### src/source/mac_defines.svh
`ifndef MAC_DEFINES_SVH
`define MAC_DEFINES_SVH

// operand width, both a and b
`define MAC_IN_W   16

// full signed product of two operands
`define MAC_PROD_W 32

// accumulator, product plus 8 guard bits
`define MAC_ACC_W  40

// saturated result handed back to the host
`define MAC_OUT_W  32

`endif

### src/source/macPkg.sv
package macPkg;

    `include "mac_defines.svh"

    ////////////////////////////////////////////////////////////////////////////
    // command codes
    ////////////////////////////////////////////////////////////////////////////

    // code 3 is reserved, the datapath treats it as clear
    typedef enum logic [1:0] {
        opMul   = 2'd0,
        opMac   = 2'd1,
        opClear = 2'd2
    } macOpT;

    ////////////////////////////////////////////////////////////////////////////
    // handshake words
    ////////////////////////////////////////////////////////////////////////////

    // command word, held stable by the host while req is high
    typedef struct packed {
        macOpT                 op;
        logic [`MAC_IN_W-1:0]  a;
        logic [`MAC_IN_W-1:0]  b;
    } macReqT;

    // response word, valid while ack is high
    typedef struct packed {
        logic [`MAC_OUT_W-1:0] result;
        logic                  sat;
    } macRespT;

endpackage

### src/source/signedMultiplier.sv
`timescale 1ns/1ps

`include "mac_defines.svh"

module signedMultiplier (
    input  logic                   clk,
    input  logic                   rstN,
    input  logic [`MAC_IN_W-1:0]   a,
    input  logic [`MAC_IN_W-1:0]   b,
    input  logic                   prodLoad,
    output logic [`MAC_PROD_W-1:0] product
);

    // a sign-extended to product width
    logic [`MAC_PROD_W-1:0] aExt;

    // one partial-product row per bit of b
    logic [`MAC_PROD_W-1:0] rows [`MAC_IN_W];

    // running sums of the ripple chain
    logic [`MAC_PROD_W-1:0] sums [`MAC_IN_W];

    assign aExt = {{(`MAC_PROD_W-`MAC_IN_W){a[`MAC_IN_W-1]}}, a};

    ////////////////////////////////////////////////////////////////////////////
    // partial-product rows
    ////////////////////////////////////////////////////////////////////////////

    for (genvar i = 0; i < `MAC_IN_W; i++) begin : genRows
        logic [`MAC_PROD_W-1:0] pp;

        // gate by b[i], then shift into column i
        // sign bits of a fill the top, zeros fill below bit i
        assign pp = (aExt & {`MAC_PROD_W{b[i]}}) << i;

        if (i == `MAC_IN_W - 1) begin : genNeg
            // b's sign bit carries weight -2^15
            // so this row enters as its two's complement
            assign rows[i] = ~pp + 1'b1;
        end else begin : genPos
            assign rows[i] = pp;
        end
    end

    ////////////////////////////////////////////////////////////////////////////
    // ripple summation
    ////////////////////////////////////////////////////////////////////////////

    assign sums[0] = rows[0];

    for (genvar m = 1; m < `MAC_IN_W; m++) begin : genSum
        // each stage folds in one more row, wraps mod 2^32
        assign sums[m] = sums[m-1] + rows[m];
    end

    // product register, loaded one cycle after the operands
    always_ff @(posedge clk) begin
        if (!rstN) begin
            product <= '0;
        end else if (prodLoad) begin
            product <= sums[`MAC_IN_W-1];
        end
    end

endmodule

### src/source/macAccumulator.sv
`timescale 1ns/1ps

`include "mac_defines.svh"

module macAccumulator (
    input  logic                   clk,
    input  logic                   rstN,
    input  logic                   accEn,
    input  macPkg::macOpT          accOp,
    input  logic [`MAC_PROD_W-1:0] product,
    output macPkg::macRespT        respData
);

    import macPkg::*;

    // clamp limits for the 32-bit signed result
    localparam logic [`MAC_OUT_W-1:0] maxPos = {1'b0, {(`MAC_OUT_W-1){1'b1}}};
    localparam logic [`MAC_OUT_W-1:0] maxNeg = {1'b1, {(`MAC_OUT_W-1){1'b0}}};

    logic [`MAC_ACC_W-1:0] accReg;
    logic [`MAC_ACC_W-1:0] prodExt;

    // guard bits plus the result sign bit
    logic [`MAC_ACC_W-`MAC_OUT_W:0] upperBits;
    logic                            overRange;

    assign prodExt = {{(`MAC_ACC_W-`MAC_PROD_W){product[`MAC_PROD_W-1]}}, product};

    ////////////////////////////////////////////////////////////////////////////
    // accumulator register
    ////////////////////////////////////////////////////////////////////////////

    always_ff @(posedge clk) begin
        if (!rstN) begin
            accReg <= '0;
        end else if (accEn) begin
            case (accOp)
                opMul:   accReg <= prodExt;
                opMac:   accReg <= accReg + prodExt;
                // clear, and the reserved code
                default: accReg <= '0;
            endcase
        end
    end

    ////////////////////////////////////////////////////////////////////////////
    // saturation
    ////////////////////////////////////////////////////////////////////////////

    // in range only when the top 9 bits are all copies of the sign
    assign upperBits = accReg[`MAC_ACC_W-1:`MAC_OUT_W-1];
    assign overRange = !((&upperBits) || !(|upperBits));

    always_comb begin
        respData.sat = overRange;
        if (!overRange) begin
            respData.result = accReg[`MAC_OUT_W-1:0];
        end else if (accReg[`MAC_ACC_W-1]) begin
            respData.result = maxNeg;
        end else begin
            respData.result = maxPos;
        end
    end

    // accumulator holds its value through every cycle without a strobe
    assertAccHold : assert property (
        @(posedge clk) disable iff (!rstN) !accEn |=> $stable(accReg)
    ) else $error("accumulator changed without accEn");

endmodule

### src/source/macControl.sv
`timescale 1ns/1ps

`include "mac_defines.svh"

module macControl (
    input  logic                 clk,
    input  logic                 rstN,
    input  logic                 req,
    input  macPkg::macReqT       reqData,
    output logic                 ack,
    output logic [`MAC_IN_W-1:0] opA,
    output logic [`MAC_IN_W-1:0] opB,
    output logic                 prodLoad,
    output logic                 accEn,
    output macPkg::macOpT        accOp
);

    import macPkg::*;

    typedef enum logic [1:0] {
        stIdle,
        stMult,
        stAccum,
        stHold
    } stateT;

    stateT  state;

    // command captured at acceptance and held until the next one
    macReqT opReg;

    ////////////////////////////////////////////////////////////////////////////
    // handshake FSM
    ////////////////////////////////////////////////////////////////////////////

    always_ff @(posedge clk) begin
        if (!rstN) begin
            state    <= stIdle;
            ack      <= 1'b0;
            prodLoad <= 1'b0;
            accEn    <= 1'b0;
        end else begin
            case (state)
                stIdle: begin
                    // E0 latches the operands and raises the product strobe
                    if (req) begin
                        prodLoad <= 1'b1;
                        state    <= stMult;
                    end
                end
                stMult: begin
                    // product register loads at E0+1
                    prodLoad <= 1'b0;
                    accEn    <= 1'b1;
                    state    <= stAccum;
                end
                stAccum: begin
                    // accumulator updates at E0+2 alongside ack
                    accEn <= 1'b0;
                    ack   <= 1'b1;
                    state <= stHold;
                end
                stHold: begin
                    // wait out the host while respData stays frozen
                    if (!req) begin
                        ack   <= 1'b0;
                        state <= stIdle;
                    end
                end
                default: begin
                    state <= stIdle;
                end
            endcase
        end
    end

    // operand register loads when req is accepted
    always_ff @(posedge clk) begin
        if (state == stIdle && req) begin
            opReg <= reqData;
        end
    end

    assign opA   = opReg.a;
    assign opB   = opReg.b;
    assign accOp = opReg.op;

    ////////////////////////////////////////////////////////////////////////////
    // protocol checks
    ////////////////////////////////////////////////////////////////////////////

    // ack only rises in answer to a held req
    assertAckNeedsReq : assert property (
        @(posedge clk) disable iff (!rstN) (!ack && !req) |=> !ack
    ) else $error("ack rose without req");

    // product and accumulate strobes never overlap
    assertStrobeExclusive : assert property (
        @(posedge clk) disable iff (!rstN) !(prodLoad && accEn)
    ) else $error("prodLoad and accEn high together");

    // reserved code 3 is reported here and executed as clear downstream
    assertNoReserved : assert property (
        @(posedge clk) disable iff (!rstN)
            (state == stIdle && req) |-> (reqData.op != 2'd3)
    ) else $error("reserved opcode accepted");

endmodule

### src/source/macUnit.sv
`timescale 1ns/1ps

`include "mac_defines.svh"

module macUnit (
    input  logic            clk,
    input  logic            rstN,
    input  logic            req,
    input  macPkg::macReqT  reqData,
    output logic            ack,
    output macPkg::macRespT respData
);

    import macPkg::*;

    // operand stage to multiplier
    logic [`MAC_IN_W-1:0]   opA;
    logic [`MAC_IN_W-1:0]   opB;
    logic                   prodLoad;

    // product stage to accumulator
    logic [`MAC_PROD_W-1:0] product;
    logic                   accEn;
    macOpT                  accOp;

    ////////////////////////////////////////////////////////////////////////////
    // sequencing
    ////////////////////////////////////////////////////////////////////////////

    macControl uControl (
        .clk      (clk),
        .rstN     (rstN),
        .req      (req),
        .reqData  (reqData),
        .ack      (ack),
        .opA      (opA),
        .opB      (opB),
        .prodLoad (prodLoad),
        .accEn    (accEn),
        .accOp    (accOp)
    );

    ////////////////////////////////////////////////////////////////////////////
    // datapath
    ////////////////////////////////////////////////////////////////////////////

    signedMultiplier uMult (
        .clk      (clk),
        .rstN     (rstN),
        .a        (opA),
        .b        (opB),
        .prodLoad (prodLoad),
        .product  (product)
    );

    // respData goes straight out to the host
    macAccumulator uAcc (
        .clk      (clk),
        .rstN     (rstN),
        .accEn    (accEn),
        .accOp    (accOp),
        .product  (product),
        .respData (respData)
    );

endmodule

### config.mk
export PLATFORM = sky130hd
export DESIGN_NAME = macUnit
export DESIGN_NICKNAME = d
export VERILOG_FILES = /design/src/source/macPkg.sv /design/src/source/signedMultiplier.sv /design/src/source/macAccumulator.sv /design/src/source/macControl.sv /design/src/source/macUnit.sv
export VERILOG_INCLUDE_DIRS = /design/src /design/src/source
export SDC_FILE = /design/constraint.sdc
export NUM_CORES = 1
export LEC_CHECK = 0
export ABC_AREA = 1
export BUFFER_PORTS_ARGS = -buffer_cell sky130_fd_sc_hd__buf_2
export CAP_MARGIN = 0
export CORE_UTILIZATION = 45
export CTS_BUF_LIST = sky130_fd_sc_hd__clkbuf_16
export DETAILED_ROUTE_END_ITERATION = 6
export GPL_TIMING_DRIVEN = 1
export PLACE_DENSITY = 0.62
export SLEW_MARGIN = 20
export SYNTH_ARGS = -nofsm -noshare
export SYNTH_HDL_FRONTEND = slang
export SYNTH_HIERARCHICAL = 1
export SYNTH_SLANG_ARGS = --single-unit
### constraint.sdc
create_clock -name clk -period 8.1 [get_ports clk]
set_clock_uncertainty 0.2 [all_clocks]
set_input_delay 0.405 -clock clk [delete_from_list [all_inputs] [get_ports clk]]
set_output_delay 0.405 -clock clk [all_outputs]
set_load 0.005 [all_outputs]
==> results of run 1 <==
## metal layers
layer	track usage, %	vias to the layer above
met4	7.29	0
met1	33.4	7296
met3	3.23	65
met5	0	-
li1	-	7526
met2	45.6	370
## through the flow
step / util [%] / setup slack, ns
2_1_floorplan: - / 2.50
3_3_place_gp: 47.3 / 1.96
3_5_place_dp: 47.3 / 1.77
4_1_cts: 49.0 / 1.74
5_1_grt: 49.0 / 1.37
6_report: 49.0 / 1.76
## logic make-up after synthesis
| family | share of synthesized area, % |
|---|---|
| AO/OA/AOI/OAI | 8.14 |
| XOR/XNOR | 0.795 |
| adder cells (fa/ha/maj) | 36.8 |
| buffers and inverters | 15.8 |
| flip-flops | 14.5 |
| AND/OR/NAND/NOR | 23.8 |
## registers in the layout, indices dropped and copies added, names as in the netlist
name	count
uControl/ack	1
uControl/state	2
uAcc/accReg	40
uControl/opA	16
uControl/opB	16
uControl/accEn	1
uControl/prodLoad	1
uControl/accOp	2
uMult/product	32
## layout make-up
| cell class | instances | area share [%] |
|---|---|---|
| tap | 518 | 3.42 |
| multi-input combinational | 1675 | 64.9 |
| timing repair buffer | 112 | 3.97 |
| clock inverter | 6 | 0.357 |
| inverter | 637 | 12.6 |
| sequential | 111 | 13.5 |
| clock buffer | 9 | 1.19 |
## worst max-delay path by stage
stage / start / endpoint / slack [ns] / cells past startpoint
2_1_floorplan: uControl/opA[15] / uMult/product[31] / 2.50 / 24
3_3_place_gp: uControl/opB[7] / uMult/product[29] / 1.96 / 22
3_5_place_dp: uControl/opB[7] / uMult/product[26] / 1.77 / 21
4_1_cts: uControl/opB[7] / uMult/product[26] / 1.74 / 21
5_1_grt: uControl/opB[7] / uMult/product[26] / 1.37 / 21
6_report: uControl/opB[6] / uMult/product[26] / 1.76 / 21
## cell usage in the layout, fill, tap and decap left out, drive strengths merged, types with 3 or more instances in the layout
cell / synthesis / routed
ha: 119 / 119
o21ai: 106 / 106
and2: 6 / 6
xor2: 14 / 14
inv: 636 / 640
nand3b: 8 / 8
a31oi: 3 / 3
dlygate4sd3: 0 / 34
dfxtp: 77 / 77
nor2: 156 / 156
buf: 11 / 78
a21oi: 125 / 125
or2: 14 / 14
nor4: 4 / 4
edfxtp: 34 / 34
nand2: 716 / 716
a21boi: 3 / 3
nor3: 9 / 9
a221oi: 3 / 3
nand3: 94 / 94
fa: 250 / 250
nand4: 17 / 17
clkbuf: 88 / 9
o21bai: 16 / 16
## Yosys cell counts (3+ instances only)
library cell	count	share of area (%)
sky130_fd_sc_hd__xor2_1	14	0.70
sky130_fd_sc_hd__edfxtp_1	34	5.8
sky130_fd_sc_hd__nand2_1	705	15
sky130_fd_sc_hd__a21oi_1	123	3.5
sky130_fd_sc_hd__nor3_1	8	0.23
sky130_fd_sc_hd__inv_1	633	13
sky130_fd_sc_hd__nand3_1	91	2.6
sky130_fd_sc_hd__o21bai_1	16	0.68
sky130_fd_sc_hd__nor2_2	11	0.39
sky130_fd_sc_hd__buf_2	5	0.14
sky130_fd_sc_hd__nand4_1	17	0.60
sky130_fd_sc_hd__buf_4	4	0.17
sky130_fd_sc_hd__a31oi_1	3	0.11
sky130_fd_sc_hd__fa_1	250	28
sky130_fd_sc_hd__or2_2	10	0.35
sky130_fd_sc_hd__a221oi_1	3	0.15
sky130_fd_sc_hd__clkbuf_1	88	1.9
sky130_fd_sc_hd__and2_1	6	0.21
sky130_fd_sc_hd__nor4_1	4	0.14
sky130_fd_sc_hd__nand3b_1	8	0.34
sky130_fd_sc_hd__inv_2	3	0.064
sky130_fd_sc_hd__nor2_1	143	3.0
sky130_fd_sc_hd__nand3_2	3	0.17
sky130_fd_sc_hd__o21ai_0	103	2.9
sky130_fd_sc_hd__dfxtp_1	77	8.7
sky130_fd_sc_hd__ha_1	119	8.4
sky130_fd_sc_hd__nand2_2	11	0.39
## worst min-delay path, delay by kind of cell
kind            cells  cell delay (ns)
compound gates      1             0.09
buf+inv             1             0.12
simple gates        1             0.09
## repair_timing
action,CTS,global route
buffers inserted,0,0
hold endpoints to repair,34,0
hold buffers,34,0
==> qor.txt, run 1 <==
R2R Path End: uMult/product[26]
Reg area: 0.00256 mm2
Part of the Yosys area used for sequential elements: 14.5%
R2R Setup Slk: 1.76 ns
Worst r2r path cells: 21
Result of the run: complete, no violations
Topmost layer with routed signal wires: met4
Buffering stage count on the worst path with inverters included: 6
Placer congestion estimate: 0.937
Data arrival at the endpoint of the critical path: 6.43 ns
Post-synthesis register bit count: 111
Detailed route wirelength on metal2: 23,800 um
Most used DFF post-synth: sky130_fd_sc_hd__dfxtp_1
Amount of wire on met3 after detailed routing: 2260 um
Share of cells above drive strength 1: 5.53%
I/O pin count: 71
Number of instances resized during post-cts repair: 0
First-pass DRT Iterations: 5
Clock sink total: 111
Worst flop-to-flop path startpoint: uControl/opB[6]
Cell total after placement: 3,019
Cell variety after synth: 47
Total routing resource utilization after global routing: 25.9%
Initial antenna violation count: 0
Net count reported at finish: 2,952
Number of global-route vias before repair: 15,500
Area of the die: 0.0400 mm2
TritonCTS buffer count: 9
Top Family by Delay on Critical Path: adder cells
Mean Syn Cell Area: 6.99 um2
Mapped Cells: 2,522
Series of cell instances along the critical path: nand2_1 -> inv_1 -> fa_1 -> inv_1 -> fa_1 -> fa_1 -> inv_1 -> fa_1 -> fa_1 -> inv_1 -> fa_1 -> inv_1 -> ha_1 -> nand2_1 -> nor2_1 -> and2_1 -> nand3_1 -> nand4_1 -> nand3_1 -> nand2_1 -> inv_1
Beginning of the worst hold path: req
Initial cell density of the core: 45.6%
Setup repair after global routing missed its margin: false
Maximum level of the CTS H-tree: 3
Fin Hold WS: 0.150 ns
Horizontal die dimension: 200 um
Normalized max-slew margin: 37.9%
Synthesis-to-layout area growth: 7.42%
Maximum number of pins on one net before global-route repair: 49
Total congestion overflow: 0
Half-perimeter wire length of the detailed placement result: 39,400 um
Max-capacitance violation count: 0
M1 WL: 21,000 um
Via total after detailed routing: 15,300
Area taken by multi-input logic gates: 0.0123 mm2
Hold path depth: 3
Post-DP Area: 0.0183 mm2
Netlist area before placement: 0.0176 mm2
Antenna Cells: 0
CP Capture Type: flop
Share of async-settable or async-resettable flops after synthesis: 0%
Worst min path class: in2reg
Final wirelength: 48,200 um
Worst-case hold path end point: uControl/ack
Starting DRT DRC Count: 1,004
Hold violation total from the final report: 0
Number of inserted filler cells in the final layout: 3,967
Setup Viol. Count Final: 0
Die boundary height: 200 um
Post-Synthesis Net Count: 2,928
Worst Path Max Fanout: 16
Detailed-route wire length per cell: 15.7 um
Post-layout instance area: 0.0189 mm2
Number of slew-limit violations in the final report: 0
CTS Root Cell: sky130_fd_sc_hd__clkbuf_16
DRC viols: 0
Element type at the critical path start: flop
Final TNS setup: 0 ns
Yosys Warn Count: 6
Max stage delay cell, worst path: sky130_fd_sc_hd__edfxtp_1
Row Count: 72
Count of buffers inserted at the top-level ports: 70
TritonCTS clock tree: done
Transition at the pin with the smallest max-transition slack: 0.931 ns
Largest stage delay, worst path: 0.91 ns
Clock slew at reported path FFs: 0.08 ns
Core Footprint: 0.0386 mm2
Clk buf depth: 2
Final period demand of the worst path: 6.34 ns
Classification of the worst setup path: reg2reg
EDFF count, synth: 34
Worst Path Required: 8.19 ns
First-pass GRT wire length: 79,800 um
Final non-filler cell total: 3,068
Latest clock arrival within the worst-skew pair: 0.39 ns
Antenna-violating nets left: 0
Post-DR vias/cell: 4.97
Highest clock frequency the design can meet: 158 MHz
Final worst-path cycle share: 78.3%
Power of run 1 is left out: the tool's default activity adds up to more than one toggle a clock period on the data nets, which glitch-free logic cannot reach.
==> inputs of run 2 (changes only) <==
Settings changed: ABC_AREA 1 to 0.
Clock period 8.1 ns to 6.32 ns, I/O delays scaled along.
==> run 2 against run 1 <==
Global-route usage shrank 3.5 points. Flip-flop and latch count is the same. Synthesized cell count shrank 28%. Via count shrank 17%. Sequential share of layout area grew 0.64 points. Maximum frequency grew 3.8%. Critical path type unchanged.
==> qor.txt, run 2 <==
Data arrival at the endpoint of the critical path: 6.23 ns
Leading cell type in the layout, fill and taps excluded: sky130_fd_sc_hd__inv_1
TritonCTS clock tree: done
Maximum number of pins on one net before global-route repair: 98
Share of cells above drive strength 1: 9.90%
Starting DRT DRC Count: 721
First-pass DRT Iterations: 5
EDFF count, synth: 34
Netlist area before placement: 0.0163 mm2
Count of buffers inserted at the top-level ports: 70
Die boundary height: 192 um
Classification of the worst setup path: reg2reg
CTS Root Cell: sky130_fd_sc_hd__clkbuf_16
Total routing resource utilization after global routing: 22.5%
Maximum level of the CTS H-tree: 3
Normalized max-slew margin: 32.3%
Cell mode on critical path: sky130_fd_sc_hd__fa_1
Clk buf depth: 2
Max-capacitance violation count: 0
Total congestion overflow: 0
Part of the Yosys area used for sequential elements: 15.8%
Hold violation total from the final report: 0
Largest area contributor in the netlist: sky130_fd_sc_hd__fa_1
Net count reported at finish: 2,330
Minimum setup slack after placement: -0.148 ns
Transition at the pin with the smallest max-transition slack: 1.02 ns
Clock sink total: 111
Largest stage delay, worst path: 0.55 ns
Most used cells in the layout excluding fill and tap cells: sky130_fd_sc_hd__inv_1, sky130_fd_sc_hd__fa_1, sky130_fd_sc_hd__nand2_1, sky130_fd_sc_hd__and2_1, sky130_fd_sc_hd__ha_1
Half-perimeter wire length of the detailed placement result: 31,300 um
Max stage delay cell, worst path: sky130_fd_sc_hd__edfxtp_1
Setup repair after global routing missed its margin: false
Post-synthesis register bit count: 111
Yosys Warn Count: 6
Worst min path class: in2reg
Largest registers in the final layout: uAcc/accReg: 40 flops, uMult/product: 32 flops
Cell variety after synth: 79
Yosys top cell area share: 30.8%
Clock slew at reported path FFs: 0.08 ns
I/O pin count: 71
Worst Path Max Fanout: 9
Fin Hold WS: 0.0988 ns
First-pass GRT wire length: 65,500 um
Share of async-settable or async-resettable flops after synthesis: 0%
Horizontal die dimension: 192 um
Top reg by flops: uAcc/accReg
Synthesis-to-layout area growth: 11.3%
Setup Viol. Count Final: 0
Core Footprint: 0.0356 mm2
Area taken by multi-input logic gates: 0.0122 mm2
DRC viols: 0
Final period demand of the worst path: 6.11 ns
Initial cell density of the core: 45.7%
Number of global-route vias before repair: 13,300
Element type at the critical path start: flop
Area of the die: 0.0369 mm2
Final wirelength: 39,100 um
Post-Synthesis Net Count: 2,226
Result of the run: complete, no violations
Final worst-path cycle share: 96.7%
Latest clock arrival within the worst-skew pair: 0.39 ns
TritonCTS buffer count: 9
Setup WS post-layout: 0.207 ns
Mean Syn Cell Area: 8.93 um2
Placer congestion estimate: 0.927
Flip-flop count of the largest register, all copies and words added: 40
CP Capture Type: flop
Number of slew-limit violations in the final report: 0
Ranking of synthesized cells by instance count: sky130_fd_sc_hd__inv_1, sky130_fd_sc_hd__fa_1, sky130_fd_sc_hd__nand2_1
Count leader, synth: sky130_fd_sc_hd__inv_1
Detailed-route wire length per cell: 16.4 um
Antenna Cells: 0
Top post-synthesis cells by area: sky130_fd_sc_hd__fa_1, sky130_fd_sc_hd__dfxtp_1, sky130_fd_sc_hd__ha_1
Series of cell instances along the critical path: buf_4 -> buf_4 -> and2_1 -> fa_1 -> fa_1 -> inv_1 -> fa_1 -> inv_1 -> fa_1 -> fa_1 -> inv_1 -> fa_1 -> inv_1 -> ha_1 -> nand2_1 -> or4_1 -> a21o_1 -> and3b_1 -> o31ai_2
Worst Path Required: 6.44 ns
Highest clock frequency the design can meet: 164 MHz
Most used DFF post-synth: sky130_fd_sc_hd__dfxtp_1
Initial antenna violation count: 0
Mapped Cells: 1,820
Via total after detailed routing: 12,600
Reg area: 0.00256 mm2
Row Count: 69
Post-DR vias/cell: 5.28
Antenna-violating nets left: 0
Number of inserted filler cells in the final layout: 3,377
-- run 2: cell types whose count changed in the layout (fill, tap and decap cells not counted), sizes merged, moves of 23 or more --
cell,before,now
inv,640,326
a21o,2,65
mux2i,0,33
nor2,156,39
a21oi,125,79
o21ai,106,61
nand2,716,215
and2,6,135
nor2b,0,23
nand3,94,37
buf,78,139
xnor2,2,34
-- run 2: worst max-delay path: cells and delay by family (launching register included) --
family	cells	cell delay [ns]
fa+ha+maj	7	3.35
simple gates	4	0.99
buf+inv	6	0.57
flops	1	0.55
compound gates	2	0.37
-- run 2: layer usage --
layer	vias to the layer above	routed length (um)	part of all wire (%)	track usage, %
met5	-	0	0	0
met4	0	523	1.3	4.97
met3	32	1770	4.5	3.29
met2	296	18500	47	38.5
met1	6211	18400	47	29.9
li1	6078	-	-	-
-- run 2: cells by family after synthesis --
family | count (synthesis) | share of synthesized area, %
AOI/OAI and AO/OA | 330 | 13.9
xor gates and xnor gates | 51 | 2.75
adders and majority gates | 369 | 40.0
DFF | 111 | 15.8
buffers and inverters | 404 | 9.37
and+or+nand+nor | 520 | 16.1
muxes | 35 | 2.19
-- run 2: worst paths after layout --
| check | slack [ns] | cells after the start | end | start |
|---|---|---|---|---|
| max reg2reg | 0.21 | 19 | uMult/product[29] | uControl/opB[12] |
| max | 0.21 | 19 | uMult/product[29] | uControl/opB[12] |
| min | 0.1 | 3 | uControl/ack | req |
| min reg2reg | 0.30 | 2 | uControl/ack | uControl/ack |
-- run 2: layout make-up --
type / count / area share, %
clock buffers: 9 / 1.25
well taps: 461 / 3.19
flip-flops and latches: 111 / 14.2
multi-input cells: 1305 / 67.5
clock inverters: 7 / 0.360
inverters: 324 / 6.72
repair buffers: 173 / 6.82
-- run 2: per-stage QoR --
| stage | cell area, um2 | TNS [ns] | utilization [%] | instances |
|---|---|---|---|---|
| global route | 18100 | 0 | 50.8 | 2390 |
| finish | 18100 | 0 | 50.8 | 2390 |
| global placement | 17200 | -0.0864 | 48.4 | 2312 |
| detailed placement | 17200 | -0.148 | 48.4 | 2312 |
| CTS | 17900 | 0 | 50.3 | 2368 |
| floorplan | 16300 | 0 | - | 1820 |
-- run 2: timing repair --
| action | CTS | global route |
|---|---|---|
| pin swaps | 0 | 1 |
| hold endpoints to repair | 34 | 0 |
| endpoints found under the setup margin | 1 | 9 |
| gates resized for setup | 2 | 3 |
| buffers inserted | 6 | 22 |
| hold buffers | 34 | 0 |
Power of run 2 is left out for the same reason.
